$ cat config.mk
export PLATFORM = sky130hd
export DESIGN_NAME = core_6502
export DESIGN_NICKNAME = d
export VERILOG_FILES = /design/src/bus_pkg.sv /design/src/cpu_pkg.sv /design/src/core_6502.sv /design/src/bus_output.sv /design/src/datapath.sv /design/src/sequencer.sv /design/src/alu.sv /design/src/decoder.sv /design/src/fetch_unit.sv
export VERILOG_INCLUDE_DIRS = /design/src /design/src/include
export SDC_FILE = /design/constraint.sdc
export NUM_CORES = 1
export LEC_CHECK = 0
export ABC_AREA = 1
export BUFFER_PORTS_ARGS = -buffer_cell sky130_fd_sc_hd__clkbuf_2
export CORE_MARGIN = 2
export CORE_UTILIZATION = 49
export CTS_BUF_LIST = sky130_fd_sc_hd__clkbuf_8
export CTS_CLUSTER_DIAMETER = 60
export DETAILED_ROUTE_END_ITERATION = 8
export GPL_TIMING_DRIVEN = 0
export MAX_ROUTING_LAYER = met4
export PLACE_DENSITY = 0.67
export SETUP_SLACK_MARGIN = 0.05
export SYNTH_ARGS = -nofsm -noshare
export SYNTH_HDL_FRONTEND = slang
export SYNTH_SLANG_ARGS = --single-unit
export TNS_END_PERCENT = 20
$ cat constraint.sdc
create_clock -name clk_m1 -period 5.75 [get_ports clk_m1]
set_clock_uncertainty 0.15 [all_clocks]
set_input_delay 1.725 -clock clk_m1 [delete_from_list [all_inputs] [get_ports clk_m1]]
set_output_delay 1.725 -clock clk_m1 [all_outputs]
set_load 0.02 [all_outputs]
$ cat src/include/cpu_params.svh
`ifndef CPU_PARAMS_SVH
`define CPU_PARAMS_SVH

// first opcode fetched after reset
`define CPU_RESET_PC 16'h0400

// flag bit positions in p
`define CPU_FLAG_C 0
`define CPU_FLAG_Z 1
`define CPU_FLAG_V 6
`define CPU_FLAG_N 7

// p after reset
// bit 5 always reads one, irq disable set
`define CPU_INITIAL_STATUS 8'h24

`endif
$ cat src/bus_pkg.sv
`default_nettype none

package bus_pkg;

    // source of one address byte
    typedef enum logic [2:0] {
        ADDR_PC       = 3'd0,
        ADDR_DATA_IN  = 3'd1,
        ADDR_DATA_REG = 3'd2,
        ADDR_ZERO     = 3'd3,
        ADDR_HOLD     = 3'd4
    } addr_src_e;

    // per-cycle control of the address side
    typedef struct packed {
        addr_src_e adl_src;
        addr_src_e adh_src;
        logic      inc_pc;
        logic      update_addr;
    } bus_ctl_t;

endpackage

`default_nettype wire

$ cat src/cpu_pkg.sv
`default_nettype none

package cpu_pkg;

    // opcode layout is aaa_bbb_cc
    // aaa picks the operation, bbb the addressing mode, cc the group
    typedef struct packed {
        logic [2:0] aaa;
        logic [2:0] bbb;
        logic [1:0] cc;
    } opcode_fields_t;

    // raw byte for predecode, fields for the main decoder
    typedef union packed {
        logic [7:0]     raw;
        opcode_fields_t fields;
    } opcode_t;

    // implied nop, held in ir out of reset
    localparam logic [7:0] OPC_NOP = 8'hEA;

    // timing class of an instruction
    typedef enum logic [2:0] {
        OP_IMPL = 3'd0,
        OP_ZPG  = 3'd1,
        OP_ABS  = 3'd2,
        OP_NONE = 3'd7
    } op_class_e;

    // subtract is add with db inverted
    typedef enum logic [2:0] {
        ALU_OR   = 3'd0,
        ALU_AND  = 3'd1,
        ALU_EOR  = 3'd2,
        ALU_ADD  = 3'd3,
        ALU_PASS = 3'd4
    } alu_op_e;

    // register and bus selects
    typedef enum logic [2:0] {
        REG_A     = 3'd0,
        REG_X     = 3'd1,
        REG_Y     = 3'd2,
        REG_P     = 3'd3,
        REG_DATA  = 3'd4,
        REG_NDATA = 3'd5,
        REG_ZERO  = 3'd6,
        REG_ONES  = 3'd7
    } reg_sel_e;

    typedef struct packed {
        op_class_e  op_class;
        reg_sel_e   dst;
        reg_sel_e   a_src;
        reg_sel_e   b_src;
        alu_op_e    alu_op;
        logic       alu_cin_from_c;
        logic       alu_cin_one;
        logic       up_nz;
        logic       up_c;
        logic       up_v;
        logic       mem_rd;
        logic       mem_wr;
        logic       single_byte;
        logic [7:0] set_mask;
        logic [7:0] clear_mask;
    } dec_ctl_t;

endpackage

`default_nettype wire

$ cat src/core_6502.sv
`timescale 1ns/1ps
`default_nettype none

module core_6502 (
    input  logic        clk_m1,
    input  logic        rst,
    input  logic [7:0]  data_i,
    output logic [15:0] addr,
    output logic [7:0]  dor,
    output logic        rw,
    output logic        sync,
    output logic        jam
);
    import cpu_pkg::*;
    import bus_pkg::*;

    logic [7:0] data;
    opcode_t    ir;
    logic       two_cycle;
    dec_ctl_t   ctl;
    bus_ctl_t   bus_ctl;
    logic       exec;
    logic [7:0] result;

    // input side
    fetch_unit u_fetch (
        .clk_m1    (clk_m1),
        .rst       (rst),
        .data_i    (data_i),
        .sync      (sync),
        .data      (data),
        .ir        (ir),
        .two_cycle (two_cycle)
    );

    decoder u_decoder (
        .ir  (ir),
        .ctl (ctl)
    );

    sequencer u_sequencer (
        .clk_m1    (clk_m1),
        .rst       (rst),
        .two_cycle (two_cycle),
        .ctl       (ctl),
        .sync      (sync),
        .exec      (exec),
        .bus_ctl   (bus_ctl),
        .jam       (jam)
    );

    // registers, flags and alu
    datapath u_datapath (
        .clk_m1 (clk_m1),
        .rst    (rst),
        .exec   (exec),
        .ctl    (ctl),
        .data   (data),
        .result (result)
    );

    // output side
    bus_output u_bus_output (
        .clk_m1  (clk_m1),
        .rst     (rst),
        .bus_ctl (bus_ctl),
        .data_i  (data_i),
        .data    (data),
        .exec    (exec),
        .mem_wr  (ctl.mem_wr),
        .result  (result),
        .addr    (addr),
        .dor     (dor),
        .rw      (rw)
    );

endmodule

`default_nettype wire

$ cat src/bus_output.sv
`timescale 1ns/1ps
`default_nettype none
`include "cpu_params.svh"

module bus_output (
    input  logic              clk_m1,
    input  logic              rst,
    input  bus_pkg::bus_ctl_t bus_ctl,
    input  logic [7:0]        data_i,
    input  logic [7:0]        data,
    input  logic              exec,
    input  logic              mem_wr,
    input  logic [7:0]        result,
    output logic [15:0]       addr,
    output logic [7:0]        dor,
    output logic              rw
);
    import bus_pkg::*;

    logic [15:0] pc;
    logic [15:0] pc_next;
    logic [7:0]  adl;
    logic [7:0]  adh;
    logic        wr;

    // pc and addr match whenever addr comes from the pc
    assign pc_next = bus_ctl.inc_pc ? pc + 16'd1 : pc;

    // one address byte from its source
    function automatic logic [7:0] pick(input addr_src_e src, input logic [7:0] pc_byte,
                                        input logic [7:0] hold_byte);
        case (src)
            ADDR_DATA_IN:  pick = data_i;
            ADDR_DATA_REG: pick = data;
            ADDR_ZERO:     pick = 8'h00;
            ADDR_HOLD:     pick = hold_byte;
            default:       pick = pc_byte;
        endcase
    endfunction

    always_comb begin
        adl = pick(bus_ctl.adl_src, pc_next[7:0], addr[7:0]);
        adh = pick(bus_ctl.adh_src, pc_next[15:8], addr[15:8]);
    end

    always_ff @(posedge clk_m1) begin
        if (rst) begin
            pc   <= `CPU_RESET_PC;
            addr <= 16'h0000;
        end else begin
            pc <= pc_next;
            if (bus_ctl.update_addr) begin
                addr <= {adh, adl};
            end
        end
    end

    // write strobe and data follow the store cycle directly
    assign wr  = exec & mem_wr;
    assign rw  = !wr;
    assign dor = wr ? result : data;

endmodule

`default_nettype wire

$ cat src/datapath.sv
`timescale 1ns/1ps
`default_nettype none
`include "cpu_params.svh"

module datapath (
    input  logic              clk_m1,
    input  logic              rst,
    input  logic              exec,
    input  cpu_pkg::dec_ctl_t ctl,
    input  logic [7:0]        data,
    output logic [7:0]        result
);
    import cpu_pkg::*;

    logic [7:0] a;
    logic [7:0] x;
    logic [7:0] y;
    logic [7:0] p;
    logic [7:0] p_next;
    logic [7:0] sb;
    logic [7:0] db;
    logic [7:0] alu_out;
    logic       alu_c;
    logic       alu_v;
    logic       alu_ci;
    logic       use_alu;

    // sb carries registers, db carries data and p
    always_comb begin
        case (ctl.a_src)
            REG_A:    sb = a;
            REG_X:    sb = x;
            REG_Y:    sb = y;
            REG_ONES: sb = 8'hFF;
            default:  sb = 8'h00;
        endcase
        case (ctl.b_src)
            REG_DATA:  db = data;
            REG_NDATA: db = ~data;
            REG_P:     db = p;
            REG_ONES:  db = 8'hFF;
            default:   db = 8'h00;
        endcase
    end

    assign alu_ci = ctl.alu_cin_one | (ctl.alu_cin_from_c & p[`CPU_FLAG_C]);

    alu u_alu (
        .op  (ctl.alu_op),
        .ai  (sb),
        .bi  (db),
        .ci  (alu_ci),
        .out (alu_out),
        .c   (alu_c),
        .v   (alu_v)
    );

    // loads pass db through the alu, transfers and stores take sb
    assign use_alu = (ctl.alu_op != ALU_PASS) || (ctl.a_src == REG_ZERO);
    assign result  = use_alu ? alu_out : sb;

    always_comb begin
        p_next = (p | ctl.set_mask) & ~ctl.clear_mask;
        if (ctl.up_c) begin
            p_next[`CPU_FLAG_C] = alu_c;
        end
        if (ctl.up_v) begin
            p_next[`CPU_FLAG_V] = alu_v;
        end
        if (ctl.up_nz) begin
            p_next[`CPU_FLAG_Z] = (result == 8'h00);
            p_next[`CPU_FLAG_N] = result[7];
        end
        // bits 4 and 5 do not exist, read as 0 and 1
        p_next[4] = 1'b0;
        p_next[5] = 1'b1;
    end

    always_ff @(posedge clk_m1) begin
        if (rst) begin
            a <= 8'h00;
            x <= 8'h00;
            y <= 8'h00;
            p <= `CPU_INITIAL_STATUS;
        end else if (exec) begin
            case (ctl.dst)
                REG_A:   a <= result;
                REG_X:   x <= result;
                REG_Y:   y <= result;
                default: ;
            endcase
            p <= p_next;
        end
    end

endmodule

`default_nettype wire

$ cat src/sequencer.sv
`timescale 1ns/1ps
`default_nettype none

module sequencer (
    input  logic              clk_m1,
    input  logic              rst,
    input  logic              two_cycle,
    input  cpu_pkg::dec_ctl_t ctl,
    output logic              sync,
    output logic              exec,
    output bus_pkg::bus_ctl_t bus_ctl,
    output logic              jam
);
    import cpu_pkg::*;
    import bus_pkg::*;

    typedef enum logic [2:0] {
        ST_T1   = 3'd0,
        ST_T0T2 = 3'd1,
        ST_T2   = 3'd2,
        ST_T3   = 3'd3,
        ST_T0   = 3'd4,
        ST_JAM  = 3'd7
    } state_e;

    state_e state;
    state_e state_next;
    logic   mem_op;

    // zp and abs forms must move data one way or the other
    assign mem_op = ctl.mem_rd | ctl.mem_wr;

    // reset lands in t0t2 with a nop in ir
    // so the pc reaches addr before the first sync
    always_ff @(posedge clk_m1) begin
        if (rst) begin
            state <= ST_T0T2;
        end else begin
            state <= state_next;
        end
    end

    always_comb begin
        bus_ctl.adl_src     = ADDR_PC;
        bus_ctl.adh_src     = ADDR_PC;
        bus_ctl.inc_pc      = 1'b0;
        bus_ctl.update_addr = 1'b1;
        sync                = 1'b0;
        exec                = 1'b0;
        state_next          = state;
        case (state)
            ST_T1: begin
                // fetch, and finish the previous op unless it was a store
                sync           = 1'b1;
                exec           = !ctl.mem_wr;
                bus_ctl.inc_pc = 1'b1;
                state_next     = two_cycle ? ST_T0T2 : ST_T2;
            end
            ST_T0T2: begin
                // operand byte read, skip it only for two-byte ops
                bus_ctl.inc_pc = !ctl.single_byte;
                state_next     = (ctl.op_class == OP_IMPL) ? ST_T1 : ST_JAM;
            end
            ST_T2: begin
                state_next = ST_JAM;
                if (mem_op && ctl.op_class == OP_ZPG) begin
                    bus_ctl.adl_src = ADDR_DATA_IN;
                    bus_ctl.adh_src = ADDR_ZERO;
                    state_next      = ST_T0;
                end else if (mem_op && ctl.op_class == OP_ABS) begin
                    // go on to the high address byte
                    bus_ctl.inc_pc = 1'b1;
                    state_next     = ST_T3;
                end
            end
            ST_T3: begin
                // low byte held in data, high byte on the bus
                bus_ctl.adl_src = ADDR_DATA_REG;
                bus_ctl.adh_src = ADDR_DATA_IN;
                state_next      = ST_T0;
            end
            ST_T0: begin
                // operand cycle, stores write here
                exec           = ctl.mem_wr;
                bus_ctl.inc_pc = 1'b1;
                state_next     = ST_T1;
            end
            default: begin
                // jammed, bus frozen until reset
                bus_ctl.adl_src     = ADDR_HOLD;
                bus_ctl.adh_src     = ADDR_HOLD;
                bus_ctl.update_addr = 1'b0;
                state_next          = ST_JAM;
            end
        endcase
    end

    assign jam = (state == ST_JAM);

endmodule

`default_nettype wire

$ cat src/alu.sv
`timescale 1ns/1ps
`default_nettype none

module alu (
    input  cpu_pkg::alu_op_e op,
    input  logic [7:0]       ai,
    input  logic [7:0]       bi,
    input  logic             ci,
    output logic [7:0]       out,
    output logic             c,
    output logic             v
);
    import cpu_pkg::*;

    logic [8:0] sum;

    // binary add only, no decimal mode
    assign sum = {1'b0, ai} + {1'b0, bi} + {8'd0, ci};

    always_comb begin
        c = 1'b0;
        v = 1'b0;
        case (op)
            ALU_OR:  out = ai | bi;
            ALU_AND: out = ai & bi;
            ALU_EOR: out = ai ^ bi;
            ALU_ADD: begin
                out = sum[7:0];
                c   = sum[8];
                // same-sign operands giving the other sign
                v   = (ai[7] == bi[7]) && (sum[7] != ai[7]);
            end
            // pass hands db straight through
            default: out = bi;
        endcase
    end

endmodule

`default_nettype wire

$ cat src/decoder.sv
`timescale 1ns/1ps
`default_nettype none
`include "cpu_params.svh"

module decoder (
    input  cpu_pkg::opcode_t ir,
    output cpu_pkg::dec_ctl_t ctl
);
    import cpu_pkg::*;

    opcode_fields_t f;
    logic           is_mem;
    op_class_e      mem_class;
    reg_sel_e       idx;

    assign f = ir.fields;
    // zero page is bbb 001, absolute is bbb 011
    assign is_mem    = (f.bbb == 3'b001) || (f.bbb == 3'b011);
    assign mem_class = f.bbb[1] ? OP_ABS : OP_ZPG;
    // group 10 works on x, group 00 on y
    assign idx       = f.cc[1] ? REG_X : REG_Y;

    always_comb begin
        ctl          = '0;
        ctl.op_class = OP_NONE;
        ctl.dst      = REG_ZERO;
        ctl.a_src    = REG_ZERO;
        ctl.b_src    = REG_DATA;
        ctl.alu_op   = ALU_PASS;
        case (f.cc)
            2'b01: begin
                // alu group, immediate is bbb 010
                if (f.bbb == 3'b010 || is_mem) begin
                    ctl.op_class = is_mem ? mem_class : OP_IMPL;
                    ctl.mem_rd   = is_mem;
                    ctl.a_src    = REG_A;
                    ctl.dst      = REG_A;
                    ctl.up_nz    = 1'b1;
                end
                case (f.aaa)
                    3'b000: ctl.alu_op = ALU_OR;
                    3'b001: ctl.alu_op = ALU_AND;
                    3'b010: ctl.alu_op = ALU_EOR;
                    3'b011: begin
                        ctl.alu_op         = ALU_ADD;
                        ctl.alu_cin_from_c = 1'b1;
                        ctl.up_c           = 1'b1;
                        ctl.up_v           = 1'b1;
                    end
                    3'b100: begin
                        // sta, no immediate form
                        ctl.op_class = is_mem ? mem_class : OP_NONE;
                        ctl.mem_rd   = 1'b0;
                        ctl.mem_wr   = 1'b1;
                        ctl.dst      = REG_ZERO;
                        ctl.up_nz    = 1'b0;
                    end
                    3'b101: ctl.a_src = REG_ZERO;
                    3'b110: begin
                        // cmp, a - m with the result dropped
                        ctl.alu_op      = ALU_ADD;
                        ctl.b_src       = REG_NDATA;
                        ctl.alu_cin_one = 1'b1;
                        ctl.dst         = REG_ZERO;
                        ctl.up_c        = 1'b1;
                    end
                    default: begin
                        // sbc
                        ctl.alu_op         = ALU_ADD;
                        ctl.b_src          = REG_NDATA;
                        ctl.alu_cin_from_c = 1'b1;
                        ctl.up_c           = 1'b1;
                        ctl.up_v           = 1'b1;
                    end
                endcase
            end
            2'b00, 2'b10: begin
                if (f.aaa == 3'b101 && (f.bbb == 3'b000 || is_mem)) begin
                    // ldx, ldy
                    ctl.op_class = is_mem ? mem_class : OP_IMPL;
                    ctl.mem_rd   = is_mem;
                    ctl.dst      = idx;
                    ctl.up_nz    = 1'b1;
                end else if (f.aaa == 3'b100 && is_mem) begin
                    // stx, sty
                    ctl.op_class = mem_class;
                    ctl.a_src    = idx;
                    ctl.mem_wr   = 1'b1;
                end else if (f.bbb == 3'b010) begin
                    // implied column, all single byte
                    ctl.single_byte = 1'b1;
                    ctl.up_nz       = 1'b1;
                    ctl.op_class    = OP_IMPL;
                    case ({f.cc[1], f.aaa})
                        // txa, tax, dex, nop
                        4'b1100: {ctl.a_src, ctl.dst} = {REG_X, REG_A};
                        4'b1101: {ctl.a_src, ctl.dst} = {REG_A, REG_X};
                        4'b1110: begin
                            {ctl.a_src, ctl.dst, ctl.b_src} = {REG_X, REG_X, REG_ONES};
                            ctl.alu_op = ALU_ADD;
                        end
                        4'b1111: ctl.up_nz = 1'b0;
                        // dey, tay, iny, inx
                        4'b0100: begin
                            {ctl.a_src, ctl.dst, ctl.b_src} = {REG_Y, REG_Y, REG_ONES};
                            ctl.alu_op = ALU_ADD;
                        end
                        4'b0101: {ctl.a_src, ctl.dst} = {REG_A, REG_Y};
                        4'b0110, 4'b0111: begin
                            ctl.a_src       = f.aaa[0] ? REG_X : REG_Y;
                            ctl.dst         = ctl.a_src;
                            ctl.b_src       = REG_ZERO;
                            ctl.alu_op      = ALU_ADD;
                            ctl.alu_cin_one = 1'b1;
                        end
                        // shifts and the rest stay out
                        default: ctl.op_class = OP_NONE;
                    endcase
                end else if (f.bbb == 3'b110 && !f.cc[1]) begin
                    ctl.single_byte = 1'b1;
                    ctl.op_class    = OP_IMPL;
                    case (f.aaa)
                        3'b000: ctl.clear_mask = 8'h01 << `CPU_FLAG_C;
                        3'b001: ctl.set_mask   = 8'h01 << `CPU_FLAG_C;
                        3'b101: ctl.clear_mask = 8'h01 << `CPU_FLAG_V;
                        3'b100: begin
                            // tya
                            {ctl.a_src, ctl.dst} = {REG_Y, REG_A};
                            ctl.up_nz = 1'b1;
                        end
                        default: ctl.op_class = OP_NONE;
                    endcase
                end
            end
            // group 11 has no legal opcodes
            default: ctl.op_class = OP_NONE;
        endcase
    end

endmodule

`default_nettype wire

$ cat src/fetch_unit.sv
`timescale 1ns/1ps
`default_nettype none

module fetch_unit (
    input  logic             clk_m1,
    input  logic             rst,
    input  logic [7:0]       data_i,
    input  logic             sync,
    output logic [7:0]       data,
    output cpu_pkg::opcode_t ir,
    output logic             two_cycle
);
    import cpu_pkg::*;

    opcode_t op_in;

    assign op_in.raw = data_i;

    // input byte, one cycle behind the bus
    always_ff @(posedge clk_m1) begin
        data <= data_i;
    end

    // opcode latched at the end of the sync cycle
    always_ff @(posedge clk_m1) begin
        if (rst) begin
            ir.raw <= OPC_NOP;
        end else if (sync) begin
            ir <= op_in;
        end
    end

    // predecode straight off the bus during sync
    // ld and cp immediate, then the imm/implied column, then the implied column
    assign two_cycle = (op_in.raw ==? 8'b1??0_00?0) ||
                       (op_in.raw ==? 8'b???0_10??) ||
                       (op_in.raw ==? 8'b???1_10?0);

endmodule

`default_nettype wire

**Yosys cells after proc, flatten, opt, wreduce, memory -nomap -nowiden**

Index checks and enable logic that the tools add are counted.

- Input port bits: 10
- Register bits after elaboration: 81
- Logic and storage cells: 207

- Mux-type cells: 84
- Reductions and logical operators: 43
- Bitwise gates (word level): 13
- $add $sub $neg: 3
- Equal/unequal tests: 54

Operator list:

| operator | number |
|---|---|
| $pmux 8 s4 | 5 |
| $eq 3x2->1 const B | 17 |
| $mux 17 | 3 |
| $eq 3x3->1 const B | 13 |
| $mux 3 | 13 |
| $mux 9 | 4 |
| $pmux 6 s6 | 1 |
| $mux 16 | 2 |
| $mux 1 | 30 |
| $eq 3x1->1 const B | 9 |
| $pmux 12 s2 | 1 |
| $logic_not 3->1 | 7 |
| $eq 4x4->1 const B | 5 |
| $mux 18 | 1 |
| $pmux 6 s3 | 1 |
| $add 16x1->16 const B | 1 |
| $and 8x8->8 | 2 |
| $eq 4x3->1 const B | 4 |
| $mux 8 | 2 |
| $not 8->8 | 2 |
| $or 8x8->8 | 2 |
| $pmux 3 s5 | 1 |
| $mux 2 | 7 |
| $pmux 7 s2 | 1 |
| other kinds (33) | 63 |

**Depth between registers and ports, before layout**

- Depth after elaboration: 16
- Gate-level depth with buffers: 27

**By module**

From an unflattened synthesis, not the netlist that was laid out.

- Cell total of the unflattened synthesis: 983
- Area, all modules: 6163.4 um^2

Modules (own cells, without submodules):

| module | instances | area an instance (um^2) | cells an instance |
|---|---|---|---|
| bus_output | 1 | 1878.1 | 286 |
| datapath | 1 | 1848.0 | 291 |
| alu | 1 | 878.3 | 158 |
| decoder | 1 | 737.0 | 142 |
| fetch_unit | 1 | 491.7 | 49 |
| sequencer | 1 | 330.3 | 57 |

**Worst setup path before layout**

Ideal clock, no wire load.

- Path kind: flip-flop to output port
- Start: reg u_fetch.ir[0] in the netlist's numbering
- End: out dor[4]
- Arrival: 3.068 ns
- Setup slack: 0.807 ns
- Cell stages (with the launch flop): 22
- Data required time: 3.875 ns
- Path through: dfxtp_1 -> buf_2 -> inv_2 -> nor2_2 -> nand3_1 -> nand2_1 -> clkinv_1 -> nand2_1 -> inv_2 -> nor2_1 -> inv_2 -> nor2_1 -> nor3_1 -> fa_1 -> fa_1 -> inv_1 -> nand3_1 -> nand3_1 -> o21ai_0 -> nand2_1 -> nand2_1 -> a31oi_1

- Longest elaborated chain between the ends: 10
- Elaborated cells on any way between the ends: 38
- Those cells by class: 2 x add/sub; 14 x eq/ne; 10 x mux; 6 x bitwise; 6 x reduce/logical

RTL lines:

| what | line | RTL |
|---|---|---|
| start, declared | fetch_unit.sv:10 | `output cpu_pkg::opcode_t ir,` |
| start signal, assigned | fetch_unit.sv:29 | `ir <= op_in;` |
| $eq 2x2->1 / $logic_not 2->1 (equally long branches) | decoder.sv:30 | `case (f.cc)` |
| $reduce_or 2->1 | decoder.sv:30 |  |
| $pmux 12 s2 | decoder.sv:30 |  |
| $eq 3x3->1, or another cell as far along | datapath.sv:30 | `case (ctl.a_src)` |
| $pmux 8 s4 (on tied branches) | datapath.sv:30, datapath.sv:37 |  |
| $add 8x8->9 | alu.sv:18 | `assign sum = {1'b0, ai} + {1'b0, bi} + {8'd0, ci};` |
| $add 9x1->9 | alu.sv:18 |  |
| $pmux 8 s4 | alu.sv:23 | `case (op)` |
| $mux 8 | datapath.sv:60 | `assign result = use_alu ? alu_out : sb;` |
| $mux 8 * | bus_output.sv:61 | `assign dor = wr ? result : data;` |
| end, declared | core_6502.sv:9 | `output logic [7:0] dor,` |

Every way passes the cells marked *; elsewhere a longest branch is shown, timed or not.

**Worst setup path after layout**

- Start: reg u_fetch.ir[0] in the netlist's numbering
- End: out dor[2]

Same word-level chain as after synthesis.

==> results.cfg <==
[hold_path]
hp-class = register to register
worstHoldStart = u_bus_output.addr[13]

[logic_synthesis]
syn-num-nets = 820
synthMostInstantiatedCell = nand2_1
netlist_instances = 792
synth_edf_count = 0
yosys_warnings = 0
synth_area_per_cell_um2 = 6.44
yosys.area.top_type = dfxtp_1
synth_area_um2 = 5100
synth_top_area_share_pct = 29.8
synth.distinct_cells = 49
synth_async_sr_flop_share_pct = 0
synthTopCellsByCount = 154 x nand2_1, 136 x inv_1, 81 x nor2_1
synth_flop_cell = dfxtp_1
synth.ff_latch_count = 76
ys_seq_area_share_pct = 29.8
synth_area_leaders = dfxtp_1 30%, nand2_1 11%, inv_1 10%

[power]
p_switching_w = 0.00145
p_leak_nw = 2.81
netSwitchingFraction_pct = 50.1
internal-power_w = 0.00144
vdd_drop_max_mv = 0.285
pwr-share-seq_pct = 24.3
p_clk_share_pct = 16.2
combinationalPowerShare_pct = 59.5
powerDensity_nw_per_um2 = 480

[sta]
tns_ns = 0
final.period_utilization_pct = 96.4
maxSlewHeadroom_pct = 47.4
finalCriticalPeriod_ns = 5.54
timing.hold.ws_ns = 0.382
max_freq_mhz = 180
worstMarginPinSlew_ns = 0.779
rsz0062_at_grt = yes
slew_violations = 0
finalHoldViolCount = 0
setup_viol = 0

[drt]
routedWlPerCell_um = 15.1
drtIter0Drc = 375
ant_nets = 0
drtPass1Iterations = 5
drt-vias-per-instance = 5.39
num_vias = 5362
drc = 0
drt-total-wl_um = 15000

[die]
dieHeight_um = 106
rows = 37
initial_core_util_pct = 49.8
die_area_um2 = 11200
fp.coreArea_um2 = 10200
die_x_um = 106
ioPinCount = 37

[worst_setup_path]
required_ns = 3.88
critPathCaptureType = primary output
r2r-start = u_fetch.ir[0]
cp.arrival_ns = 3.67
cp-startpoint = u_fetch.ir[0]
criticalPathCategory = register to primary output
critPathMaxFanout = 7
critPathLaunchType = register

[grt]
grt_pass1_vias = 4962
grt.total_usage_pct = 27.4
grt_pass1_wl_um = 23800
grt_max_degree = 15
antenna_found_initial = 0
globalRouteOverflowTotal = 0

[final_layout]
antennaDiodeCount = 0
area_growth_pct = 18.1
nets = 882
drive_gt1_share_pct = 19.6

[clock_tree]
clockBufferDepth = 2
root_buffer = clkbuf_8
cts_sinks = 76
clk_pin_slew_ns = 0.09
numCtsBuffers = 9
htree_levels = 3
clk_latency_ns = 0.35
cts_tree = done
hold_buffers = 0

[placement]
post-dp-hpwl_um = 11100
port-buffer-count = 36
place.gp.congestion = 0.983

[status]
status = finished clean

[run]
cap_violations = 0
==> sequential cells by signal, indices dropped and copies added (netlist names) <==
signal             count
u_datapath.p           1
u_datapath.y           8
u_bus_output.pc       16
u_fetch.ir             8
u_datapath.x           8
u_sequencer.state      3
u_fetch.data           8
u_bus_output.addr     16
u_datapath.a           8
==> what timing repair did <==
action,in CTS,in global routing
gates resized for setup,21,48
endpoints found under the hold margin,0,0
pin swaps,2,16
endpoints found under the setup margin,8,8
buffers inserted,1,14
==> metrics by stage <==
step           power [W]  setup WS [ns]  utilization, %  instances  area [um2]
3_5_place_dp     0.00220         -0.102            53.3        964        5450
3_3_place_gp     0.00216        -0.0407            53.3        964        5450
2_1_floorplan    0.00183          0.807               -        792        5100
6_report         0.00289          0.206            58.9        995        6020
5_1_grt          0.00309         0.0160            58.9        995        6020
4_1_cts          0.00270        0.00622            56.3        981        5760
==> power by group through the flow <==
stage | sequential [W] | clock, W | combinational (W)
4_1_cts | 0.000693 | 0.000473 | 0.00153
2_1_floorplan | 0.000729 | 0 | 0.00110
5_1_grt | 0.000714 | 0.000493 | 0.00188
6_report | 0.000704 | 0.000467 | 0.00172
3_5_place_dp | 0.000702 | 0 | 0.00149
3_3_place_gp | 0.000700 | 0 | 0.00146
==> worst paths after layout <==
path                            slack, ns                     to  depth (start not counted)
worst min register to register       0.38  u_bus_output.addr[13]                          2
worst min-delay path                 0.38  u_bus_output.addr[13]                          2
worst max-delay path                 0.21                 dor[2]                         23
worst max register to register       2.21        u_datapath.x[1]                         20
==> routing by layer <==
layer | part of all wire, % | track usage (%) | vias to the layer above
li1 | - | - | 2663
met1 | 44 | 35.2 | 2434
met2 | 47 | 44.1 | 226
met3 | 5.9 | 4.23 | 39
met4 | 3.1 | 9.49 | 0
met5 | 0 | - | -
==> worst max-delay path: stages, from the launching register on <==
cell	delay, ns
dfxtp_1	0.34
buf_6	0.13
inv_2	0.09
nor2_4	0.17
nand3_4	0.12
nand2_1	0.08
clkinv_1	0.07
nand2_2	0.09
inv_4	0.06
nor2_4	0.13
inv_4	0.08
nor2_4	0.10
nor3_4	0.08
fa_2	0.40
fa_2	0.35
inv_2	0.07
o21ai_1	0.05
a21oi_1	0.12
a21oi_1	0.06
a31o_1	0.23
nand2_2	0.10
nand2_1	0.05
o21ai_1	0.12
clkbuf_4	0.21
==> cell families after synthesis <==
logic type                 after synthesis  share of synthesized area, %
AOI/OAI and AO/OA                      175                          20.0
xor gates and xnor gates                15                          2.58
adders and majority gates               18                          4.71
buffers and inverters                  181                          13.8
DFF                                     76                          29.8
muxes                                    1                         0.196
and+or+nand+nor                        326                          28.8
==> cell usage in the layout (no fill, tap or decap), types with 22 or more instances in the layout <==
cell      netlist  layout
nand2_1       154     148
o21ai_0        45      43
nor2_1         81      73
o21ai_1        25      25
inv_1         136     135
a21oi_1        54      53
dfxtp_1        76      71
inv_2          25      22
clkbuf_2        0      32
nand3_1        42      39
==> layout make-up <==
cell class | count | area (um2)
Fill cell | 1011 | 4210
Clock buffer | 9 | 124
Tap cell | 136 | 170
Sequential cell | 76 | 1530
Inverter | 164 | 628
Clock inverter | 7 | 98.8
Timing Repair Buffer | 51 | 298
Buffer | 17 | 100
Multi-Input combinational cell | 535 | 3070
Power figures use the tool's default switching activity.
